==> config.mk <==
export PLATFORM = sky130hd
export DESIGN_NAME = fm_top
export DESIGN_NICKNAME = d
export VERILOG_FILES = /design/src/fm_pkg.sv /design/src/fm_clk_div.sv /design/src/fm_mmr_ctrl.sv /design/src/fm_op_regs.sv /design/src/fm_timers.sv /design/src/fm_top.sv
export VERILOG_INCLUDE_DIRS = /design/src
export SDC_FILE = /design/constraint.sdc
export NUM_CORES = 1
export LEC_CHECK = 0
export ABC_AREA = 1
export BUFFER_PORTS_ARGS = -buffer_cell sky130_fd_sc_hd__buf_4
export CORE_MARGIN = 5
export CORE_UTILIZATION = 40
export DETAILED_ROUTE_END_ITERATION = 7
export PLACE_DENSITY = 0.55
export SETUP_SLACK_MARGIN = 0.2
export SLEW_MARGIN = 5
export SYNTH_ARGS = -nofsm -noshare
export SYNTH_HDL_FRONTEND = slang
export SYNTH_SLANG_ARGS = --single-unit
==> constraint.sdc <==
create_clock -name clk -period 3.2 [get_ports clk]
set_clock_uncertainty 0.2 [all_clocks]
set_input_delay 0.64 -clock clk [delete_from_list [all_inputs] [get_ports clk]]
set_output_delay 0.64 -clock clk [all_outputs]
set_load 0.01 [all_outputs]
==> src/fm_defines.svh <==
`ifndef FM_DEFINES_SVH
`define FM_DEFINES_SVH

// operator slots, 6 channels x 4 operators
`define FM_NUM_SLOTS      24
`define FM_BUSY_TICKS     32 // synthesis ticks per data write
`define FM_TMRB_PRESCALE  16 // clk_en pulses per timer B tick

// global register map
`define FM_REG_LFO        8'h22
`define FM_REG_CLKA1      8'h24 // timer A preset bits 9..2
`define FM_REG_CLKA2      8'h25 // timer A preset bits 1..0
`define FM_REG_CLKB       8'h26
`define FM_REG_TIMER      8'h27 // load, irq enable, flag clear
`define FM_REG_CLK_N6     8'h2D
`define FM_REG_CLK_N3     8'h2E
`define FM_REG_CLK_N2     8'h2F

// operator register groups, upper nibble of the address
`define FM_GRP_DT_MUL     4'h3
`define FM_GRP_TL         4'h4
`define FM_GRP_KS_AR      4'h5

`endif

==> src/fm_pkg.sv <==
`default_nettype none

package fm_pkg;

	// register address or data byte from the host
	typedef logic [7:0] fm_reg_t;

	// operator slot, 6*op + channel, 0..23
	typedef logic [4:0] fm_slot_t;

	// prescaler terminal count
	// 5, 2 or 1 for divide by 6, 3 or 2
	typedef logic [2:0] fm_div_t;

	typedef logic [9:0] fm_tmra_t; // timer A preset and count
	typedef logic [7:0] fm_tmrb_t; // timer B preset and count

	// busy flag sequencing
	typedef enum logic {
		FM_IDLE, // ready for the next write
		FM_BUSY  // counting synthesis ticks
	} fm_busy_state_e;

endpackage

`default_nettype wire

==> src/fm_clk_div.sv <==
`default_nettype none

module fm_clk_div (
	input  logic            clk,
	input  logic            rst,
	input  logic            div_wr,  // new divide value
	input  fm_pkg::fm_div_t div_sel,
	output logic            clk_en   // one synthesis tick
);
	import fm_pkg::*;

	fm_div_t cnt;  // prescale count
	fm_div_t term; // terminal count in use
	fm_div_t pend; // requested terminal count

	// tick on the last count of each interval
	assign clk_en = (cnt == term);

	always_ff @(posedge clk) begin
		if (rst) begin
			cnt  <= '0;
			term <= 3'd5; // divide by 6
			pend <= 3'd5;
		end else begin
			if (div_wr)
				pend <= div_sel;
			if (cnt == term) begin
				cnt <= '0;
				// new value only at the wrap, no short interval
				term <= div_wr ? div_sel : pend;
			end else begin
				cnt <= cnt + 3'd1;
			end
		end
	end

endmodule

`default_nettype wire

==> src/fm_mmr_ctrl.sv <==
`default_nettype none

`include "fm_defines.svh"

module fm_mmr_ctrl (
	input  logic              clk,
	input  logic              rst,
	input  logic              wr,       // host strobe
	input  logic [1:0]        addr,     // bit 0 data, bit 1 bank
	input  fm_pkg::fm_reg_t   din,
	input  logic              clk_en,
	output logic              busy,
	output logic              lfo_en,
	output logic [2:0]        lfo_freq,
	output logic              div_wr,
	output fm_pkg::fm_div_t   div_sel,
	output fm_pkg::fm_tmra_t  preset_a,
	output fm_pkg::fm_tmrb_t  preset_b,
	output logic              load_a,
	output logic              load_b,
	output logic              irq_en_a,
	output logic              irq_en_b,
	output logic              clr_a,
	output logic              clr_b,
	output logic              op_wr,
	output fm_pkg::fm_slot_t  op_slot,
	output logic [1:0]        op_field, // 0 dt/mul, 1 tl, 2 ks/ar
	output fm_pkg::fm_reg_t   op_data
);
	import fm_pkg::*;

	fm_reg_t        sel_reg;    // latched by address writes
	fm_reg_t        reg_q;      // target of the pending data write
	fm_reg_t        data_q;
	logic           bank_q;     // channels 4..6
	logic           data_wr_q;  // data write waiting for decode
	fm_slot_t       wr_slot;
	logic [1:0]     wr_field;
	logic           wr_is_op;
	fm_busy_state_e busy_state;
	logic [4:0]     busy_cnt;

	// host port, first stage
	always_ff @(posedge clk) begin
		if (rst) begin
			sel_reg   <= '0;
			data_wr_q <= 1'b0;
		end else begin
			data_wr_q <= wr & addr[0];
			if (wr & ~addr[0])
				sel_reg <= din; // address write
		end
	end

	// snapshot of the data write
	always_ff @(posedge clk) begin
		if (wr & addr[0]) begin
			reg_q  <= sel_reg;
			data_q <= din;
			bank_q <= addr[1];
		end
	end

	// operator group and field
	always_comb begin
		wr_is_op = (reg_q[1:0] != 2'b11); // low field 3 is a hole
		case (reg_q[7:4])
			`FM_GRP_DT_MUL: wr_field = 2'd0;
			`FM_GRP_TL:     wr_field = 2'd1;
			`FM_GRP_KS_AR:  wr_field = 2'd2;
			default: begin
				wr_field = 2'd0;
				wr_is_op = 1'b0; // not an operator register
			end
		endcase
	end

	// slot = 6*op + 3*bank + channel
	assign wr_slot = 5'(reg_q[3:2]) * 5'd6 + (bank_q ? 5'd3 : 5'd0) + 5'(reg_q[1:0]);

	// global register map, second stage
	always_ff @(posedge clk) begin
		if (rst) begin
			lfo_en   <= 1'b0;
			lfo_freq <= 3'd0;
			div_wr   <= 1'b0;
			div_sel  <= 3'd5; // divide by 6
			preset_a <= '0;
			preset_b <= '0;
			load_a   <= 1'b0;
			load_b   <= 1'b0;
			irq_en_a <= 1'b0;
			irq_en_b <= 1'b0;
			clr_a    <= 1'b0;
			clr_b    <= 1'b0;
			op_wr    <= 1'b0;
		end else begin
			div_wr <= 1'b0; // strobes last one cycle
			clr_a  <= 1'b0;
			clr_b  <= 1'b0;
			op_wr  <= data_wr_q & wr_is_op;
			if (data_wr_q) begin
				case (reg_q)
					`FM_REG_LFO:   {lfo_en, lfo_freq} <= data_q[3:0];
					`FM_REG_CLKA1: preset_a[9:2] <= data_q;
					`FM_REG_CLKA2: preset_a[1:0] <= data_q[1:0];
					`FM_REG_CLKB:  preset_b <= data_q;
					`FM_REG_TIMER: begin
						{clr_b, clr_a} <= data_q[5:4];
						{irq_en_b, irq_en_a} <= data_q[3:2];
						{load_b, load_a} <= data_q[1:0];
					end
					`FM_REG_CLK_N6: begin
						div_sel <= 3'd5;
						div_wr  <= 1'b1;
					end
					`FM_REG_CLK_N3: begin
						div_sel <= 3'd2;
						div_wr  <= 1'b1;
					end
					`FM_REG_CLK_N2: begin
						div_sel <= 3'd1;
						div_wr  <= 1'b1;
					end
					default: ; // operator groups handled below
				endcase
			end
		end
	end

	// operator write payload
	always_ff @(posedge clk) begin
		if (data_wr_q & wr_is_op) begin
			op_slot  <= wr_slot;
			op_field <= wr_field;
			op_data  <= data_q;
		end
	end

	// busy lasts FM_BUSY_TICKS synthesis ticks, restarted by each data write
	always_ff @(posedge clk) begin
		if (rst) begin
			busy_state <= FM_IDLE;
			busy_cnt   <= '0;
		end else if (data_wr_q) begin
			busy_state <= FM_BUSY;
			busy_cnt   <= '0;
		end else begin
			case (busy_state)
				FM_BUSY: if (clk_en) begin
					if (busy_cnt == 5'(`FM_BUSY_TICKS - 1))
						busy_state <= FM_IDLE; // last tick
					busy_cnt <= busy_cnt + 5'd1;
				end
				default: busy_cnt <= '0;
			endcase
		end
	end

	assign busy = (busy_state == FM_BUSY);

endmodule

`default_nettype wire

==> src/fm_op_regs.sv <==
`default_nettype none

`include "fm_defines.svh"

module fm_op_regs (
	input  logic             clk,
	input  logic             rst,
	input  logic             clk_en,
	input  logic             op_wr,
	input  fm_pkg::fm_slot_t op_slot,
	input  logic [1:0]       op_field, // 0 dt/mul, 1 tl, 2 ks/ar
	input  fm_pkg::fm_reg_t  op_data,
	output fm_pkg::fm_slot_t slot,     // slot being presented
	output logic [2:0]       dt1,
	output logic [3:0]       mul,
	output logic [6:0]       tl,
	output logic [1:0]       ks,
	output logic [4:0]       ar
);
	import fm_pkg::*;

	fm_reg_t  mem_dt_mul [`FM_NUM_SLOTS];
	fm_reg_t  mem_tl     [`FM_NUM_SLOTS];
	fm_reg_t  mem_ks_ar  [`FM_NUM_SLOTS];
	fm_slot_t slot_nxt;

	// sequencer step, 23 wraps to 0
	assign slot_nxt = (slot == 5'(`FM_NUM_SLOTS - 1)) ? '0 : slot + 5'd1;

	// host side, one byte per write
	always_ff @(posedge clk) begin
		if (rst) begin
			for (int i = 0; i < `FM_NUM_SLOTS; i++) begin
				mem_dt_mul[i] <= '0; // chip powers up silent
				mem_tl[i]     <= '0;
				mem_ks_ar[i]  <= '0;
			end
		end else if (op_wr) begin
			case (op_field)
				2'd0:    mem_dt_mul[op_slot] <= op_data;
				2'd1:    mem_tl[op_slot]     <= op_data;
				2'd2:    mem_ks_ar[op_slot]  <= op_data;
				default: ;
			endcase
		end
	end

	// pipeline side, next slot and its fields on the same edge
	always_ff @(posedge clk) begin
		if (rst) begin
			slot <= '0;
			dt1  <= '0;
			mul  <= '0;
			tl   <= '0;
			ks   <= '0;
			ar   <= '0;
		end else if (clk_en) begin
			slot <= slot_nxt;
			dt1  <= mem_dt_mul[slot_nxt][6:4];
			mul  <= mem_dt_mul[slot_nxt][3:0];
			tl   <= mem_tl[slot_nxt][6:0];
			ks   <= mem_ks_ar[slot_nxt][7:6];
			ar   <= mem_ks_ar[slot_nxt][4:0]; // bit 5 unused
		end
	end

endmodule

`default_nettype wire

==> src/fm_timers.sv <==
`default_nettype none

`include "fm_defines.svh"

module fm_timers (
	input  logic             clk,
	input  logic             rst,
	input  logic             clk_en,
	input  fm_pkg::fm_tmra_t preset_a,
	input  fm_pkg::fm_tmrb_t preset_b,
	input  logic             load_a,   // run timer A
	input  logic             load_b,   // run timer B
	input  logic             irq_en_a,
	input  logic             irq_en_b,
	input  logic             clr_a,    // flag clear strobes
	input  logic             clr_b,
	output logic             flag_a,
	output logic             flag_b,
	output logic             irq
);
	import fm_pkg::*;

	localparam int PRE_W = $clog2(`FM_TMRB_PRESCALE);

	fm_tmra_t         cnt_a;
	fm_tmrb_t         cnt_b;
	logic [PRE_W-1:0] pre_b;    // timer B prescaler
	logic             load_a_q; // for rise detection
	logic             load_b_q;
	logic             tick_b;

	assign tick_b = clk_en && (pre_b == PRE_W'(`FM_TMRB_PRESCALE - 1));

	// timer A, one step per synthesis tick
	always_ff @(posedge clk) begin
		if (rst) begin
			cnt_a    <= '0;
			load_a_q <= 1'b0;
			flag_a   <= 1'b0;
		end else begin
			load_a_q <= load_a;
			if (clr_a)
				flag_a <= 1'b0;
			if (load_a && !load_a_q) begin
				cnt_a <= preset_a; // start of first period
			end else if (load_a && clk_en) begin
				if (cnt_a == '1) begin
					cnt_a <= preset_a; // overflow, reload
					if (irq_en_a)
						flag_a <= 1'b1; // set wins over clear
				end else begin
					cnt_a <= cnt_a + 10'd1;
				end
			end
		end
	end

	// timer B, same scheme behind the prescaler
	always_ff @(posedge clk) begin
		if (rst) begin
			cnt_b    <= '0;
			pre_b    <= '0;
			load_b_q <= 1'b0;
			flag_b   <= 1'b0;
		end else begin
			load_b_q <= load_b;
			if (clr_b)
				flag_b <= 1'b0;
			if (load_b && !load_b_q) begin
				cnt_b <= preset_b;
				pre_b <= '0; // full prescale interval first
			end else if (load_b && clk_en) begin
				pre_b <= pre_b + 1'b1; // wraps at prescale
				if (tick_b) begin
					if (cnt_b == '1) begin
						cnt_b <= preset_b;
						if (irq_en_b)
							flag_b <= 1'b1;
					end else begin
						cnt_b <= cnt_b + 8'd1;
					end
				end
			end
		end
	end

	assign irq = flag_a | flag_b;

endmodule

`default_nettype wire

==> src/fm_top.sv <==
`default_nettype none

module fm_top (
	input  logic             clk,
	input  logic             rst,
	input  logic             wr,
	input  logic [1:0]       addr,
	input  fm_pkg::fm_reg_t  din,
	output logic             busy,
	output logic             clk_en,
	output logic             irq,
	output logic             flag_a,
	output logic             flag_b,
	output logic             lfo_en,
	output logic [2:0]       lfo_freq,
	output fm_pkg::fm_slot_t slot,
	output logic [2:0]       dt1,
	output logic [3:0]       mul,
	output logic [6:0]       tl,
	output logic [1:0]       ks,
	output logic [4:0]       ar
);
	import fm_pkg::*;

	logic       div_wr;
	fm_div_t    div_sel;
	fm_tmra_t   preset_a;
	fm_tmrb_t   preset_b;
	logic       load_a;
	logic       load_b;
	logic       irq_en_a;
	logic       irq_en_b;
	logic       clr_a;
	logic       clr_b;
	logic       op_wr;
	fm_slot_t   op_slot;
	logic [1:0] op_field;
	fm_reg_t    op_data;

	fm_mmr_ctrl u_mmr_ctrl (
		.clk      (clk),
		.rst      (rst),
		.wr       (wr),
		.addr     (addr),
		.din      (din),
		.clk_en   (clk_en),
		.busy     (busy),
		.lfo_en   (lfo_en),
		.lfo_freq (lfo_freq),
		.div_wr   (div_wr),
		.div_sel  (div_sel),
		.preset_a (preset_a),
		.preset_b (preset_b),
		.load_a   (load_a),
		.load_b   (load_b),
		.irq_en_a (irq_en_a),
		.irq_en_b (irq_en_b),
		.clr_a    (clr_a),
		.clr_b    (clr_b),
		.op_wr    (op_wr),
		.op_slot  (op_slot),
		.op_field (op_field),
		.op_data  (op_data)
	);

	// synthesis tick for every block
	fm_clk_div u_clk_div (
		.clk     (clk),
		.rst     (rst),
		.div_wr  (div_wr),
		.div_sel (div_sel),
		.clk_en  (clk_en)
	);

	fm_timers u_timers (
		.clk      (clk),
		.rst      (rst),
		.clk_en   (clk_en),
		.preset_a (preset_a),
		.preset_b (preset_b),
		.load_a   (load_a),
		.load_b   (load_b),
		.irq_en_a (irq_en_a),
		.irq_en_b (irq_en_b),
		.clr_a    (clr_a),
		.clr_b    (clr_b),
		.flag_a   (flag_a),
		.flag_b   (flag_b),
		.irq      (irq)
	);

	fm_op_regs u_op_regs (
		.clk      (clk),
		.rst      (rst),
		.clk_en   (clk_en),
		.op_wr    (op_wr),
		.op_slot  (op_slot),
		.op_field (op_field),
		.op_data  (op_data),
		.slot     (slot),
		.dt1      (dt1),
		.mul      (mul),
		.tl       (tl),
		.ks       (ks),
		.ar       (ar)
	);

endmodule

`default_nettype wire
==> parameters.txt <==
Parameter                              Value

Finish
  Final layout net count ... between 4k and 5k
  Synth-to-Final Area Change ... 14.8%
  Top flop regs ... u_op_regs.mem_dt_mul x224, u_op_regs.mem_ks_ar x224, u_op_regs.mem_tl x224
  Final instance area ... roughly 43,000 um^2
  Share of post-route cells with drive strength above 1 ... 0.0874
  Number of antenna repair diodes ... 0

Pwr
  Worst IR Drop VDD ... 0.353 mV
  Ratio of total power to cell area ... roughly 550 nW/um^2
  Static leakage power ... around 17 nW
  Post-layout power ... roughly 23 mW

Timing
  Clock period minus final worst setup slack ... around 2.8 ns
  Hold Violations, Final ... 0
  Fin. max-slew vios ... 0
  Fmax ... about 350 MHz
  Final setup vio count ... 0
  Summed negative setup slack over all endpoints ... 0 ns
  Pin slew with the least headroom to its limit ... a little over 0.8 ns
  Setup repair after global routing missed its margin ... false
  Relative slew slack ... 0.458
  Period Utilization, post-route ... 0.890

Routing
  Highest layer used for signal routing ... met5
  Overall routed net length ... around 110,000 um
  Routed length per instance ... between 20 and 25 um
  Post-route antenna net violation count ... 0
  Metal3 WL ... approximately 6200 um
  DRC violation count after routing ... 0
  Routed length on met1 ... 48,200 um
  Number of violations reported at the end of detailed-routing iteration 0 ... 2,379
  Detailed-router iteration count before antenna repair ... 5
  Vias after detailed routing ... ~28k
  Vias per Instance ... 5.23
  Met2 WL ... a little over 50,000 um

Setup path
  Reg-to-reg setup timing slack ... about 0.49 ns
  Depth of the worst register-to-register path ... 14
  Endpoint of the worst register-to-register path ... u_op_regs.tl[5]
  Crit Path Max Fanout ... 11
  Kind of launch point of the worst setup path ... register
  Type of destination of the critical path ... output port
  Worst endpoint required time ... 2.36 ns
  Reg-to-Reg Start ... u_op_regs.slot[1]
  Data arrival time of the worst path ... 2.01 ns
  Crit path kind ... reg -> out

Min path
  Worst Hold Depth ... 3
  Worst min-delay path category ... in -> reg
  Hold path start ... wr
  Sink of the worst hold path ... u_mmr_ctrl.data_wr_q

Yosys
  Number of enable flip-flop cells after synthesis ... between 700 and 800
  Dominant cells by area after synthesis ... edfxtp_1, nand3_1, nand2_1
  Post-synth ARST share ... 0
  Syn_area_per_cell ... roughly 9.5 um^2
  Count of mapped cells out of synthesis ... 3,952
  Post-Synthesis Net Count ... roughly 4k
  Post-Synthesis Cell Area ... between 30,000 and 40,000 um^2
  Count of distinct cell types in the synthesized netlist ... 37
  Dominant synthesized flop cell ... edfxtp_1
  Yosys warnings ... 0
  Fraction of post-synthesis cell area in the top cell type by area ... 0.566
  Post-synth top cells ... nand2_1, edfxtp_1, nand3_1, nor2_1, inv_1
  Register area share after synthesis ... 0.624
  Yosys reg bits ... between 800 and 900
  Leading cell type by number of instances after synthesis ... nand2_1
  Biggest area consumer among synthesized cells ... edfxtp_1

Run status
  Result of the run ... finished clean

Global routing
  Sum of overflow across all layers after global routing ... 0
  First-pass GRT wire length ... approximately 160,000 um
  Via count of the first global-routing pass ... 26.9k
  Aggregate global-route resource usage ... 0.214
  Pin count of the biggest net entering global routing ... between 100 and 150
  Number of antenna violations at the first check in global routing ... 3

Placed design
  Post-DP HPWL ... around 67,000 um
  I/O Buffers ... 47
  Cell Area, Placed ... 39,800 um^2
  Placer congestion estimate ... 0.848

Clock network
  Clk pin slew, worst setup/hold paths ... ~0.060 ns
  Maximum number of buffers from clock root to sink ... 3
  Root buffer cell ... clkbuf_16
  Worst-Skew Late Latency ... 0.65 ns
  Cts bufs inserted ... 90
  Number of H-tree levels ... 3
  Setup fix buffers added after clock tree synthesis ... 0
  TritonCTS clock tree ... yes
  Sinks on the clock net ... ~810

Floorplanning
  Area of the core region ... 93,000 um^2
  Total I/O pin count ... 48
  Die W ... 316 um
  Starting density of the core ... 0.402
  Overall die area ... around 100,000 um^2
  Die height ... 316 um
  Placement row count ... roughly 110

Run
  Maxcap violations ... 0
## layer usage
layer | track usage | vias up
met5 | 0 | -
met4 | 0.0618 | 2
met3 | 0.0289 | 183
met2 | 0.351 | 822
met1 | 0.302 | 13600
li1 | - | 13300
## cell families (layout without fill, tap and decap cells)
family,Yosys count,in the layout,share of synthesized area
AND/OR/NAND/NOR,2333,2333,0.277
multiplexers,1,1,0.000268
flip-flops,813,813,0.624
XOR/XNOR,14,14,0.00328
buffers and inverters,633,753,0.0679
AO/OA/AOI/OAI,142,142,0.0214
adder cells (fa/ha/maj),16,16,0.00576
## worst max path at each step
stage                                  end               from  slack [ns]
2_1_floorplan  u_op_regs.mem_dt_mul[24][0]                rst        0.65
3_3_place_gp               u_op_regs.tl[5]  u_op_regs.slot[1]        0.30
3_5_place_dp               u_op_regs.tl[5]  u_op_regs.slot[1]        0.32
4_1_cts                             clk_en   u_clk_div.cnt[0]        0.25
5_1_grt                             clk_en  u_clk_div.term[1]        0.21
6_report                            clk_en  u_clk_div.term[2]        0.35
## through the flow
step                      hold slack [ns]  setup WS [ns]   util  cells
after floorplan                     0.203          0.650      -   3952
after global placement              0.208          0.302  0.428   5150
after detailed placement            0.209          0.324  0.428   5150
after CTS                          0.0131          0.246  0.461   5326
after global routing               0.0406          0.212  0.461   5326
final                              0.0588          0.353  0.461   5326
## worst max-delay path: stages, from the launching register on
cell and delay (ns):
dfxtp_1 0.32, xnor2_1 0.26, nand3_4 0.21, inv_1 0.13, buf_4 0.26, buf_4 0.17
## where the power goes
group	internal (mW)	switching [mW]	leakage, nW
Clock	6.09	4.33	1.43
Combinational	0.352	0.820	7.94
Sequential	11.7	0.0900	7.89
Total	18.1	5.24	17.3
## cells in the final DEF, fill, tap and decap left out, types with 16 or more instances in the layout
cell type | netlist | routed
clkinv_1 | 0 | 16
nor2_1 | 638 | 635
a21oi_1 | 39 | 39
nand3_1 | 671 | 669
nand3b_1 | 183 | 183
inv_1 | 370 | 364
edfxtp_1 | 704 | 704
o21ai_0 | 61 | 60
nand2_1 | 809 | 809
buf_4 | 10 | 168
clkbuf_1 | 138 | 24
clkbuf_16 | 0 | 90
dfxtp_1 | 109 | 109
a211oi_1 | 16 | 16
buf_12 | 0 | 31
## cell type report
type | count | area [um^2]
multi-input cells | 2506 | 11600
well taps | 1254 | 1570
fillers | 8960 | 50200
clock inverters | 40 | 458
inverters | 378 | 1440
repair buffers | 208 | 1970
flip-flops and latches | 813 | 23300
clock buffers | 127 | 2520
## timing repair
item | CTS | global route
pin swaps | 0 | 1
gates resized for setup | 1 | 2
hold buffers | 9 | 0
endpoints found under the setup margin | 1 | 2
endpoints found under the hold margin | 10 | 0
No activity file was read; power rests on OpenSTA's default activity.
